$ cat src/adc5g_macros.svh
// bus address window, serial field widths, divider, buffer depth and
// reset hold count for the ADC5G controller
`ifndef ADC5G_MACROS_SVH
`define ADC5G_MACROS_SVH

// ==========================================================
// bus window
// ==========================================================
`define ADC5G_BASEADDR 32'h0000_0000
`define ADC5G_HIGHADDR 32'h0000_FFFF

// ==========================================================
// serial interface and buffering
// ==========================================================
`define ADC5G_SPI_ADDR_W 8
`define ADC5G_SPI_DATA_W 16
`define ADC5G_SCLK_DIV_W 5
`define ADC5G_FIFO_DEPTH 4

// hold counter width, the hold count is all ones
`define ADC5G_RST_HOLD_W 8

`endif

$ cat src/adc5g_pkg.sv
// shared types: ADC register address and value, serial frame,
// bus register index and the register index values
`include "adc5g_macros.svh"

package adc5g_pkg;

  typedef logic [`ADC5G_SPI_ADDR_W-1:0] spi_addr_t;  // ADC register address
  typedef logic [`ADC5G_SPI_DATA_W-1:0] spi_data_t;  // ADC register value

  // address sits in the upper bits so it leaves the shifter first
  typedef struct packed {
    spi_addr_t addr;
    spi_data_t data;
  } spi_frame_t;

  typedef logic [1:0] reg_index_t;  // word select from address bits 3:2

  // ==========================================================
  // register map
  // ==========================================================
  localparam reg_index_t REG_CTRL = 2'd0;  // reset and phase shift
  localparam reg_index_t REG_CFG0 = 2'd1;  // channel 0 configuration
  localparam reg_index_t REG_CFG1 = 2'd2;  // channel 1 configuration
  localparam reg_index_t REG_ZERO = 2'd3;  // reads as zero

endpackage

$ cat src/opb_adc5g_regs.sv
// OPB slave for the ADC5G controller: address decode, control and
// configuration registers, one-cycle strobes and readback mux
`timescale 1ns/1ns
`include "adc5g_macros.svh"

module opb_adc5g_regs (
  input  logic                  OPB_Clk,
  input  logic                  arst_n,
  input  logic [0:31]           opb_abus,
  input  logic [0:3]            opb_be,
  input  logic [0:31]           opb_dbus,
  input  logic                  opb_rnw,
  input  logic                  opb_select,
  input  logic                  adc0_psdone,
  input  logic                  adc1_psdone,
  input  logic                  busy0,
  input  logic                  busy1,
  input  logic                  ovf0,
  input  logic                  ovf1,
  output logic [0:31]           sl_dbus,
  output logic                  sl_xferack,
  output logic                  adc0_rst_req,
  output logic                  adc1_rst_req,
  output logic                  adc0_psen,
  output logic                  adc0_psincdec,
  output logic                  adc1_psen,
  output logic                  adc1_psincdec,
  output logic                  cfg0_push,
  output adc5g_pkg::spi_frame_t cfg0_frame,
  output logic                  cfg1_push,
  output adc5g_pkg::spi_frame_t cfg1_frame,
  output logic                  ovf0_clear,
  output logic                  ovf1_clear
);

  logic [31:0]            offset;
  logic                   addr_hit;
  logic                   take;
  logic                   wr_take;
  adc5g_pkg::reg_index_t  idx;
  adc5g_pkg::reg_index_t  rd_idx;
  logic [1:0]             wr_cfg;
  logic [1:0]             start_q;
  logic [1:0]             clear_q;
  adc5g_pkg::spi_addr_t   cfg_addr [2];
  adc5g_pkg::spi_data_t   cfg_data [2];
  logic [0:31]            rd_word;

  // ==========================================================
  // decode
  // ==========================================================
  assign addr_hit = (opb_abus >= `ADC5G_BASEADDR) && (opb_abus <= `ADC5G_HIGHADDR);
  assign offset   = opb_abus - `ADC5G_BASEADDR;  // bus bit 31 lands on offset[0]
  assign idx      = offset[3:2];
  assign take     = opb_select && addr_hit && !sl_xferack;  // one access every second cycle
  assign wr_take  = take && !opb_rnw;
  assign wr_cfg[0] = wr_take && (idx == adc5g_pkg::REG_CFG0);
  assign wr_cfg[1] = wr_take && (idx == adc5g_pkg::REG_CFG1);

  // ==========================================================
  // registers and strobes
  // ==========================================================
  always_ff @(posedge OPB_Clk or negedge arst_n) begin
    if (!arst_n) begin
      sl_xferack    <= 1'b0;
      rd_idx        <= adc5g_pkg::REG_CTRL;
      adc0_rst_req  <= 1'b0;
      adc1_rst_req  <= 1'b0;
      adc0_psen     <= 1'b0;
      adc1_psen     <= 1'b0;
      adc0_psincdec <= 1'b0;
      adc1_psincdec <= 1'b0;
      start_q       <= 2'b00;
      clear_q       <= 2'b00;
      for (int ch = 0; ch < 2; ch++) begin
        cfg_addr[ch] <= '0;
        cfg_data[ch] <= '0;
      end
    end else begin
      sl_xferack   <= take;
      adc0_rst_req <= 1'b0;  // pulses fall back after one cycle
      adc1_rst_req <= 1'b0;
      adc0_psen    <= 1'b0;
      adc1_psen    <= 1'b0;
      start_q      <= 2'b00;
      clear_q      <= 2'b00;
      if (take) begin
        rd_idx <= idx;  // readback select held through the acknowledge
      end
      if (wr_take && (idx == adc5g_pkg::REG_CTRL)) begin
        if (opb_be[3]) begin
          adc0_rst_req <= opb_dbus[31];
          adc1_rst_req <= opb_dbus[30];
        end
        if (opb_be[1]) begin
          adc0_psen     <= opb_dbus[15];
          adc0_psincdec <= opb_dbus[14];
          adc1_psen     <= opb_dbus[11];
          adc1_psincdec <= opb_dbus[10];
        end
      end
      for (int ch = 0; ch < 2; ch++) begin
        if (wr_cfg[ch]) begin
          if (opb_be[3]) begin
            start_q[ch] <= opb_dbus[31];
            clear_q[ch] <= opb_dbus[30];
          end
          if (opb_be[2]) begin
            cfg_addr[ch] <= opb_dbus[16:23];
          end
          if (opb_be[1]) begin
            cfg_data[ch][7:0] <= opb_dbus[8:15];
          end
          if (opb_be[0]) begin
            cfg_data[ch][15:8] <= opb_dbus[0:7];
          end
        end
      end
    end
  end

  // frame carries the register contents as they stand after the start write
  assign cfg0_push  = start_q[0];
  assign cfg1_push  = start_q[1];
  assign cfg0_frame = {cfg_addr[0], cfg_data[0]};
  assign cfg1_frame = {cfg_addr[1], cfg_data[1]};
  assign ovf0_clear = clear_q[0];
  assign ovf1_clear = clear_q[1];

  // ==========================================================
  // readback
  // ==========================================================
  always_comb begin
    case (rd_idx)
      adc5g_pkg::REG_CTRL: rd_word = {2'b00, adc1_psdone, adc0_psdone, 6'b0,
                                      adc1_psincdec, adc1_psen, 2'b00,
                                      adc0_psincdec, adc0_psen, 16'b0};
      adc5g_pkg::REG_CFG0: rd_word = {cfg_data[0], cfg_addr[0], 6'b0, ovf0, !busy0};
      adc5g_pkg::REG_CFG1: rd_word = {cfg_data[1], cfg_addr[1], 6'b0, ovf1, !busy1};
      adc5g_pkg::REG_ZERO: rd_word = 32'b0;
      default:             rd_word = 32'b0;
    endcase
  end

  assign sl_dbus = sl_xferack ? rd_word : 32'b0;  // bus is OR-ed between slaves

endmodule

$ cat src/adc5g_cmd_fifo.sv
// circular buffer of configuration frames between the register slave
// and the serializer, with sticky overflow flag
`timescale 1ns/1ns
`include "adc5g_macros.svh"

module adc5g_cmd_fifo #(
  parameter int DEPTH = `ADC5G_FIFO_DEPTH
) (
  input  logic                  OPB_Clk,
  input  logic                  arst_n,
  input  logic                  push,
  input  adc5g_pkg::spi_frame_t push_frame,
  input  logic                  pop,
  input  logic                  ovf_clear,
  output logic                  empty,
  output adc5g_pkg::spi_frame_t pop_frame,
  output logic                  overflow
);

  localparam int PTR_W = $clog2(DEPTH);
  localparam int CNT_W = $clog2(DEPTH + 1);

  adc5g_pkg::spi_frame_t mem [DEPTH];
  logic [PTR_W-1:0]      wr_ptr;
  logic [PTR_W-1:0]      rd_ptr;
  logic [CNT_W-1:0]      count;
  logic                  full;
  logic                  do_push;
  logic                  do_pop;

  function automatic logic [PTR_W-1:0] next_ptr(input logic [PTR_W-1:0] ptr);
    return (ptr == PTR_W'(DEPTH - 1)) ? '0 : ptr + 1'b1;
  endfunction

  assign empty     = (count == '0);
  assign full      = (count == CNT_W'(DEPTH));
  assign do_pop    = pop && !empty;
  assign do_push   = push && (!full || do_pop);  // a slot freed this cycle can be reused
  assign pop_frame = mem[rd_ptr];

  always_ff @(posedge OPB_Clk) begin
    if (do_push) begin
      mem[wr_ptr] <= push_frame;
    end
  end

  always_ff @(posedge OPB_Clk or negedge arst_n) begin
    if (!arst_n) begin
      wr_ptr   <= '0;
      rd_ptr   <= '0;
      count    <= '0;
      overflow <= 1'b0;
    end else begin
      if (do_push) begin
        wr_ptr <= next_ptr(wr_ptr);
      end
      if (do_pop) begin
        rd_ptr <= next_ptr(rd_ptr);
      end
      count <= count + CNT_W'(do_push) - CNT_W'(do_pop);
      if (push && !do_push) begin
        overflow <= 1'b1;  // dropped frame wins over a clear in the same cycle
      end else if (ovf_clear) begin
        overflow <= 1'b0;
      end
    end
  end

endmodule

$ cat src/adc5g_spi_serializer.sv
// three-wire frame shifter for the ADC5G: bit time divider, frame FSM,
// shift register and mode pin
`timescale 1ns/1ns
`include "adc5g_macros.svh"

module adc5g_spi_serializer (
  input  logic                  OPB_Clk,
  input  logic                  arst_n,
  input  logic                  fifo_empty,
  input  adc5g_pkg::spi_frame_t fifo_frame,
  output logic                  fifo_pop,
  output logic                  busy,
  output logic                  sclk,
  output logic                  sdata,
  output logic                  modepin
);

  localparam int FRAME_BITS = $bits(adc5g_pkg::spi_frame_t);

  typedef enum logic [1:0] {
    ST_IDLE,
    ST_CLKWAIT,
    ST_DATA,
    ST_FINISH
  } state_t;

  state_t                        state;
  logic [`ADC5G_SCLK_DIV_W-1:0]  div_cnt;
  logic [FRAME_BITS-1:0]         shift_q;
  logic [4:0]                    bit_cnt;
  logic                          bit_end;

  // ==========================================================
  // bit time divider
  // ==========================================================
  always_ff @(posedge OPB_Clk or negedge arst_n) begin
    if (!arst_n) begin
      div_cnt <= '0;
    end else if (state == ST_IDLE) begin
      div_cnt <= '0;  // every frame starts on a clean bit boundary
    end else begin
      div_cnt <= div_cnt + 1'b1;
    end
  end

  assign bit_end = &div_cnt;
  assign sclk    = div_cnt[`ADC5G_SCLK_DIV_W-1];  // rises mid bit time

  // ==========================================================
  // frame FSM
  // ==========================================================
  assign fifo_pop = (state == ST_IDLE) && !fifo_empty;

  always_ff @(posedge OPB_Clk or negedge arst_n) begin
    if (!arst_n) begin
      state   <= ST_IDLE;
      shift_q <= '0;
      bit_cnt <= '0;
    end else begin
      case (state)
        ST_IDLE: begin
          if (fifo_pop) begin
            shift_q <= fifo_frame;
            state   <= ST_CLKWAIT;
          end
        end
        ST_CLKWAIT: begin
          if (bit_end) begin
            bit_cnt <= '0;
            state   <= ST_DATA;
          end
        end
        ST_DATA: begin
          if (bit_end) begin
            shift_q <= {shift_q[FRAME_BITS-2:0], 1'b0};  // empties to zero by the end
            bit_cnt <= bit_cnt + 1'b1;
            if (bit_cnt == 5'(FRAME_BITS - 1)) begin
              state <= ST_FINISH;
            end
          end
        end
        ST_FINISH: begin
          if (bit_end) begin
            state <= ST_IDLE;
          end
        end
        default: begin
          state <= ST_IDLE;
        end
      endcase
    end
  end

  assign busy    = (state != ST_IDLE);
  assign sdata   = shift_q[FRAME_BITS-1];
  assign modepin = (state != ST_DATA);  // low only while data bits shift

endmodule

$ cat src/adc5g_reset_gen.sv
// ADC pad reset register and clock manager reset hold counter
`timescale 1ns/1ns
`include "adc5g_macros.svh"

module adc5g_reset_gen (
  input  logic OPB_Clk,
  input  logic arst_n,
  input  logic rst_req,
  output logic adc_reset,
  output logic dcm_reset
);

  logic [`ADC5G_RST_HOLD_W-1:0] hold_cnt;

  // pad flop gives the ADC a clean registered pulse
  always_ff @(posedge OPB_Clk or negedge arst_n) begin
    if (!arst_n) begin
      adc_reset <= 1'b0;
    end else begin
      adc_reset <= rst_req;
    end
  end

  // hold starts full so the clock manager stays in reset after power up
  always_ff @(posedge OPB_Clk or negedge arst_n) begin
    if (!arst_n) begin
      hold_cnt <= '1;
    end else if (rst_req) begin
      hold_cnt <= '1;
    end else if (hold_cnt != '0) begin
      hold_cnt <= hold_cnt - 1'b1;
    end
  end

  assign dcm_reset = (hold_cnt != '0);

endmodule

$ cat src/opb_adc5g_controller.sv
// top level of the two-channel ADC5G controller: register slave, and per
// channel a frame buffer, serializer and reset generator
`timescale 1ns/1ns

module opb_adc5g_controller (
  input  logic        OPB_Clk,
  input  logic        arst_n,
  input  logic [0:31] opb_abus,
  input  logic [0:3]  opb_be,
  input  logic [0:31] opb_dbus,
  input  logic        opb_rnw,
  input  logic        opb_select,
  output logic [0:31] sl_dbus,
  output logic        sl_xferack,

  output logic        adc0_adc3wire_clk,
  output logic        adc0_adc3wire_data,
  output logic        adc0_modepin,
  output logic        adc0_reset,
  output logic        adc0_dcm_reset,
  output logic        adc0_psclk,
  output logic        adc0_psen,
  output logic        adc0_psincdec,
  input  logic        adc0_psdone,

  output logic        adc1_adc3wire_clk,
  output logic        adc1_adc3wire_data,
  output logic        adc1_modepin,
  output logic        adc1_reset,
  output logic        adc1_dcm_reset,
  output logic        adc1_psclk,
  output logic        adc1_psen,
  output logic        adc1_psincdec,
  input  logic        adc1_psdone
);

  logic                  adc0_rst_req;
  logic                  adc1_rst_req;
  logic                  cfg0_push;
  logic                  cfg1_push;
  adc5g_pkg::spi_frame_t cfg0_frame;
  adc5g_pkg::spi_frame_t cfg1_frame;
  logic                  ovf0_clear;
  logic                  ovf1_clear;
  logic                  ovf0;
  logic                  ovf1;
  logic                  fifo0_empty;
  logic                  fifo1_empty;
  adc5g_pkg::spi_frame_t fifo0_frame;
  adc5g_pkg::spi_frame_t fifo1_frame;
  logic                  fifo0_pop;
  logic                  fifo1_pop;
  logic                  ser0_busy;
  logic                  ser1_busy;
  logic                  busy0;
  logic                  busy1;

  assign busy0 = !fifo0_empty || ser0_busy;  // done only when nothing is left to send
  assign busy1 = !fifo1_empty || ser1_busy;

  assign adc0_psclk = OPB_Clk;
  assign adc1_psclk = OPB_Clk;

  // ==========================================================
  // register slave
  // ==========================================================
  opb_adc5g_regs i_regs (
    .OPB_Clk       (OPB_Clk),
    .arst_n        (arst_n),
    .opb_abus      (opb_abus),
    .opb_be        (opb_be),
    .opb_dbus      (opb_dbus),
    .opb_rnw       (opb_rnw),
    .opb_select    (opb_select),
    .adc0_psdone   (adc0_psdone),
    .adc1_psdone   (adc1_psdone),
    .busy0         (busy0),
    .busy1         (busy1),
    .ovf0          (ovf0),
    .ovf1          (ovf1),
    .sl_dbus       (sl_dbus),
    .sl_xferack    (sl_xferack),
    .adc0_rst_req  (adc0_rst_req),
    .adc1_rst_req  (adc1_rst_req),
    .adc0_psen     (adc0_psen),
    .adc0_psincdec (adc0_psincdec),
    .adc1_psen     (adc1_psen),
    .adc1_psincdec (adc1_psincdec),
    .cfg0_push     (cfg0_push),
    .cfg0_frame    (cfg0_frame),
    .cfg1_push     (cfg1_push),
    .cfg1_frame    (cfg1_frame),
    .ovf0_clear    (ovf0_clear),
    .ovf1_clear    (ovf1_clear)
  );

  // ==========================================================
  // channel 0
  // ==========================================================
  adc5g_cmd_fifo i_fifo0 (
    .OPB_Clk    (OPB_Clk),
    .arst_n     (arst_n),
    .push       (cfg0_push),
    .push_frame (cfg0_frame),
    .pop        (fifo0_pop),
    .ovf_clear  (ovf0_clear),
    .empty      (fifo0_empty),
    .pop_frame  (fifo0_frame),
    .overflow   (ovf0)
  );

  adc5g_spi_serializer i_ser0 (
    .OPB_Clk    (OPB_Clk),
    .arst_n     (arst_n),
    .fifo_empty (fifo0_empty),
    .fifo_frame (fifo0_frame),
    .fifo_pop   (fifo0_pop),
    .busy       (ser0_busy),
    .sclk       (adc0_adc3wire_clk),
    .sdata      (adc0_adc3wire_data),
    .modepin    (adc0_modepin)
  );

  adc5g_reset_gen i_rst0 (
    .OPB_Clk   (OPB_Clk),
    .arst_n    (arst_n),
    .rst_req   (adc0_rst_req),
    .adc_reset (adc0_reset),
    .dcm_reset (adc0_dcm_reset)
  );

  // ==========================================================
  // channel 1
  // ==========================================================
  adc5g_cmd_fifo i_fifo1 (
    .OPB_Clk    (OPB_Clk),
    .arst_n     (arst_n),
    .push       (cfg1_push),
    .push_frame (cfg1_frame),
    .pop        (fifo1_pop),
    .ovf_clear  (ovf1_clear),
    .empty      (fifo1_empty),
    .pop_frame  (fifo1_frame),
    .overflow   (ovf1)
  );

  adc5g_spi_serializer i_ser1 (
    .OPB_Clk    (OPB_Clk),
    .arst_n     (arst_n),
    .fifo_empty (fifo1_empty),
    .fifo_frame (fifo1_frame),
    .fifo_pop   (fifo1_pop),
    .busy       (ser1_busy),
    .sclk       (adc1_adc3wire_clk),
    .sdata      (adc1_adc3wire_data),
    .modepin    (adc1_modepin)
  );

  adc5g_reset_gen i_rst1 (
    .OPB_Clk   (OPB_Clk),
    .arst_n    (arst_n),
    .rst_req   (adc1_rst_req),
    .adc_reset (adc1_reset),
    .dcm_reset (adc1_dcm_reset)
  );

endmodule

$ cat config.mk
export PLATFORM = sky130hd
export DESIGN_NAME = opb_adc5g_controller
export DESIGN_NICKNAME = d
export VERILOG_FILES = /design/src/adc5g_pkg.sv /design/src/opb_adc5g_regs.sv /design/src/adc5g_cmd_fifo.sv /design/src/adc5g_spi_serializer.sv /design/src/adc5g_reset_gen.sv /design/src/opb_adc5g_controller.sv
export VERILOG_INCLUDE_DIRS = /design/src
export SDC_FILE = /design/constraint.sdc
export NUM_CORES = 1
export LEC_CHECK = 0
export BUFFER_PORTS_ARGS = -buffer_cell sky130_fd_sc_hd__buf_4
export CAP_MARGIN = 20
export CORE_ASPECT_RATIO = 0.9
export CORE_MARGIN = 2
export CORE_UTILIZATION = 30
export CTS_CLUSTER_DIAMETER = 30
export DETAILED_ROUTE_END_ITERATION = 12
export SYNTH_ARGS = -nofsm -noshare
export SYNTH_HDL_FRONTEND = slang
export SYNTH_SLANG_ARGS = --single-unit
$ cat constraint.sdc
create_clock -name OPB_Clk -period 3.07 [get_ports OPB_Clk]
set_clock_uncertainty 0.05 [all_clocks]
set_input_delay 0.1535 -clock OPB_Clk [delete_from_list [all_inputs] [get_ports OPB_Clk]]
set_output_delay 0.1535 -clock OPB_Clk [all_outputs]
set_load 0.01 [all_outputs]
=== Word level (Yosys, flattened, before mapping) ===
Memories as Yosys holds them, arrays and structs flattened.
Cells that the tools add are included.

* Add/sub/neg operators: 14
* Divide/modulo/power cells: 0
* Muxes and demuxes: 56
* Order comparisons: 2
* Equality and inequality tests: 31
* Bitwise gates (word level): 0
* Shift operators: 0
* Reduce and logical (&&, ||, !) cells: 62
* $mul: 0

{| class="wikitable"
|+ Operators by type and width
! kind !! count
|-
| $pmux W32 S4 || 1
|-
| $mux W24 || 4
|-
| $pmux W24 S2 || 2
|-
| $ge A32 B1 Y1 const B || 1
|-
| $le A32 B16 Y1 const B || 1
|-
| $mux W32 || 1
|-
| $mux W8 || 4
|-
| $mux W5 || 6
|-
| $mux W2 || 14
|-
| $eq A2 B2 Y1 const B || 11
|-
| $add A5 B1 Y5 const B || 4
|-
| $mux W1 || 20
|-
| $pmux W5 S2 || 2
|-
| $reduce_and A5 Y1 || 4
|-
| $reduce_bool A2 Y1 || 10
|-
| $ne A2 B1 Y1 const B || 8
|-
| $pmux W2 S4 || 2
|-
| $reduce_bool A8 Y1 || 2
|-
| $sub A8 B1 Y8 const B || 2
|-
| $logic_and A1 B1 Y1 || 15
|-
| $reduce_and A2 Y1 || 7
|-
| $reduce_and A3 Y1 || 4
|-
| $eq A5 B5 Y1 const B || 2
|-
| $logic_not A1 Y1 || 10
|-
| other kinds (9) || 28
|}

* Output and inout port bits: 49
* Word-level logic and storage cells: 203
* Bits in read-only memories: 0
* Register bits: 167
* Bits in latches: 0
* Memories: 2
* Bits in writable memories: 192
* Input port bits: 74

{| class="wikitable"
|+ Memory list
! name !! words !! width !! rd ports !! clocked after Yosys merged registers in !! write ports !! RTL line !! text
|-
| i_fifo0.mem || 4 || 24 || 1 || 0 || 1 || adc5g_cmd_fifo.sv:23 || <nowiki>adc5g_pkg::spi_frame_t mem [DEPTH];</nowiki>
|-
| i_fifo1.mem || 4 || 24 || 1 || 0 || 1 || adc5g_cmd_fifo.sv:23 ||
|}

=== Depth between registers and ports, before layout ===
* Depth in word-level cells: 9
* Mapped depth: 11
* Gate-level depth less buffers: 10

=== Modules after synthesis ===
From an unflattened synthesis, not the netlist that was laid out.

* Cell total of the unflattened synthesis: 954
* Area total of the unflattened synthesis: 15845.2 sq um

{| class="wikitable"
|+ Modules (own cells, without submodules)
! module !! sequential area each (sq um) !! cells an instance !! area each (sq um) !! times used
|-
| adc5g_cmd_fifo || 3083.0 || 168 || 3965.1 || 2
|-
| adc5g_spi_serializer || 900.9 || 141 || 1966.9 || 2
|-
| opb_adc5g_regs || 1526.5 || 236 || 2915.3 || 1
|-
| adc5g_reset_gen || 235.2 || 48 || 519.2 || 2
|-
| opb_adc5g_controller || 0.0 || 4 || 27.5 || 1
|}

==> results.md <==
- Min Tclk post-route: 2.854 ns
- CP startpoint: i_fifo1.count[1]$_DFF_PN0_
- WHS: 0.009500 ns
- Synth Flop Type: edfxtp_1
- Power density cells: 872.8 nW/um^2
- Pin count of the biggest net entering global routing: 66
- DRC Markers: 0
- DRT Pass-1 Iters: 5
- Clock network fraction of total power: 0.444
- Post-DP HPWL: 22.95 mm
- Post-synthesis cell count: 1055
- Final instance area: 19510 sq um
- VDD IR max: 616.9 uV
- Max frequency: 350.4 MHz
- Worst Tran Pin Value: 0.7273 ns
- First-pass GRT wire length: 54.19 mm
- Gr ovfl total: 0
- Status: completed
- Setup-failing EPs final: 0
- RD Place Congestion: 0.7867
- YS warnings: 0
- CTS tree: yes
- Site row count: 77
- Critical path class: reg -> out
- RR Startpoint: i_ser0.state[0]$_DFFE_PN0P_
- Mapped cell area: 15070 sq um
- Layout cells sized above 1: 0.2975
- Post-CTS Setup Inserts: 0
- EDFF count, synth: 192
- Max Transition Viols Final: 0
- Multi-input gate area: 4767 sq um
- Post-CTS Resized: 0
- Max_slew headroom: 0.5083
- Sw frac: 0.2899
- Reg power frac: 0.366
- Reg clk slew, reported paths: 0.05 ns
- Nets: 1353
- CP arrival: 2.65 ns
- Final wirelength: 34.38 mm
- Commonest cells after routing, fill and taps aside: edfxtp_1 (192), dfrtp_1 (151), nand2_1 (128)
- CTS Hold Bufs: 40
- Yosys reg bits: 359
- Clock Latency Late Sink: 0.69 ns
- Unrepaired setup endpoints after global routing: false
- Dpl cell area: 16750 sq um
- Post-synth cell types: 57
- Die width: 240.3 um
- Sw power: 4.935 mW
- Commonest non-fill, non-tap cell in the layout: edfxtp_1
- Critical path launch point type: flop
- DR iter-0 viols: 600
- Core Area: 49330 sq um
- Critical Path Sink Type: output pin
- Via count: 9224
- Final antenna-violating net count: 0
- Ys async rst share: 0.4652
- Synth Area per Inst: 14.29 sq um
- Fillcell total: 4670
- Cell Int Power: 12.09 mW
- WL per Instance: 17.42 um
- Post-route setup TNS: 0 ns
- Via/cell ratio: 4.675
- Required @ worst endpoint: 2.87 ns
- Hold Path Class: in -> async
- Initial antenna violation count: 1
- Sequential-to-total area share from yosys stat: 0.6611
- Final Hold Fails: 0
- Combined flip-flop and latch cell area: 9965 sq um
- Area Growth Syn to Fin: 29.42%
- Io pins: 123
- PortBufs: 96
- Final worst path period share: 0.9296
- All-layer global routing usage: 0.1372
- Combinational power share: 0.190
- Pleak: 7.367 nW
- Die height: 216.6 um
- Maximum fanout along the worst path: 5
- Maxcap violations: 0
- Vias in the first global route: 9585
- Initial Util: 0.3055
- DIE AREA: 52050 sq um
area by class of cell:
cell class | instances | share of cell area
Sequential cell | 359 | 0.5108
Clock buffer | 80 | 0.09532
Antenna cell | 1 | 0.0001283
Clock inverter | 48 | 0.02617
Timing Repair Buffer | 170 | 0.07396
Multi-Input combinational cell | 612 | 0.2444
Inverter | 32 | 0.006158
Tap cell | 671 | 0.04304
layer usage:
metal	GRT usage	routed length, um	vias up
met5	0	0	-
met4	0.05093	631	0
met3	0.03146	1791	51
met2	0.1996	15190	234
met1	0.1991	16760	4652
li1	-	-	4287
synth_stat cells (4+ instances only):
library cell / n / area share
a21oi_1: 12 / 0.0040
a22o_1: 4 / 0.0023
a22oi_1: 19 / 0.0095
a31oi_1: 46 / 0.019
and2_1: 19 / 0.0079
and3_1: 7 / 0.0029
buf_1: 7 / 0.0017
buf_2: 4 / 0.0013
buf_4: 12 / 0.0060
clkbuf_1: 34 / 0.0085
dfrtp_1: 151 / 0.25
dfstp_2: 16 / 0.028
edfxtp_1: 192 / 0.38
ha_1: 30 / 0.025
inv_1: 30 / 0.0075
mux2_2: 53 / 0.040
mux2i_1: 12 / 0.0080
mux4_2: 48 / 0.072
nand2_1: 128 / 0.032
nand2b_1: 9 / 0.0037
nand3_1: 14 / 0.0046
nor2_1: 64 / 0.016
nor2b_1: 28 / 0.012
nor3_1: 13 / 0.0043
nor4_1: 4 / 0.0017
o21ai_0: 28 / 0.0093
or2_2: 6 / 0.0025
xnor2_1: 8 / 0.0046
xor2_1: 4 / 0.0023
path summary, 6_finish.rpt:
path | endpoint | slack (ns) | cells after the start
max reg2reg | i_fifo0.count[2]$_DFF_PN0_ | 0.43 | 7
max in group asynchronous | i_rst0.hold_cnt[4]$_DFFE_PN1P_ | 2.06 | 3
min reg2reg | i_fifo0.overflow$_DFFE_PN0P_ | 0.37 | 1
max | sl_dbus[31] | 0.22 | 4
min | i_ser0.bit_cnt[3]$_DFFE_PN0P_ | 0.009 | 2
min in group OPB_Clk | i_regs.cfg0_frame[15]$_DFFE_PN0P_ | 0.05 | 4
stage by stage:
| step | cells | total power [mW] | setup slack, ns | util |
|---|---|---|---|---|
| after floorplan | 1060 | 8.552 | 0.6928 | - |
| after global placement | 1806 | 9.466 | 0.4821 | 0.3395 |
| after detailed placement | 1806 | 9.599 | 0.4454 | 0.3395 |
| after CTS | 1972 | 17.25 | 0.1775 | 0.3954 |
| after global routing | 1972 | 17.98 | 0.1170 | 0.3954 |
| final | 1973 | 17.03 | 0.2162 | 0.3954 |
flip-flops by register name (all words and copies together), names as in the netlist, 8 cells and up:
register / flops
i_ser0.shift_q: 24
i_fifo0.mem: 96
i_fifo1.mem: 96
i_regs.cfg0_frame: 24
i_rst0.hold_cnt: 8
i_ser1.shift_q: 24
i_rst1.hold_cnt: 8
i_regs.cfg1_frame: 24
cell families (layout without fill, tap and decap cells):
group / Yosys count / in the layout / share of synthesized area
buf+inv: 89 / 330 / 0.02549
compound gates: 130 / 130 / 0.05496
simple gates: 316 / 316 / 0.1021
xor+xnor: 12 / 12 / 0.006973
fa+ha+maj: 32 / 32 / 0.02756
flops: 359 / 359 / 0.6611
mux: 116 / 116 / 0.1215
other cells: 1 / 7 / 0.0002488
power groups by stage:
stage	Clock (mW)	Combinational [mW]	Sequential, mW
2_1_floorplan	0.0537	2.36	6.13
3_3_place_gp	0.0537	3.13	6.28
3_5_place_dp	0.0537	3.24	6.31
4_1_cts	7.71	3.30	6.23
5_1_grt	7.94	3.71	6.33
6_report	7.55	3.24	6.24
worst max-delay path: stages (launching register included):
cell      delay, ns
dfrtp_1        0.43
nor3_1         0.56
nand3_1        0.19
a21boi_0       0.55
buf_4          0.23
Power figures use the tool's default switching activity.
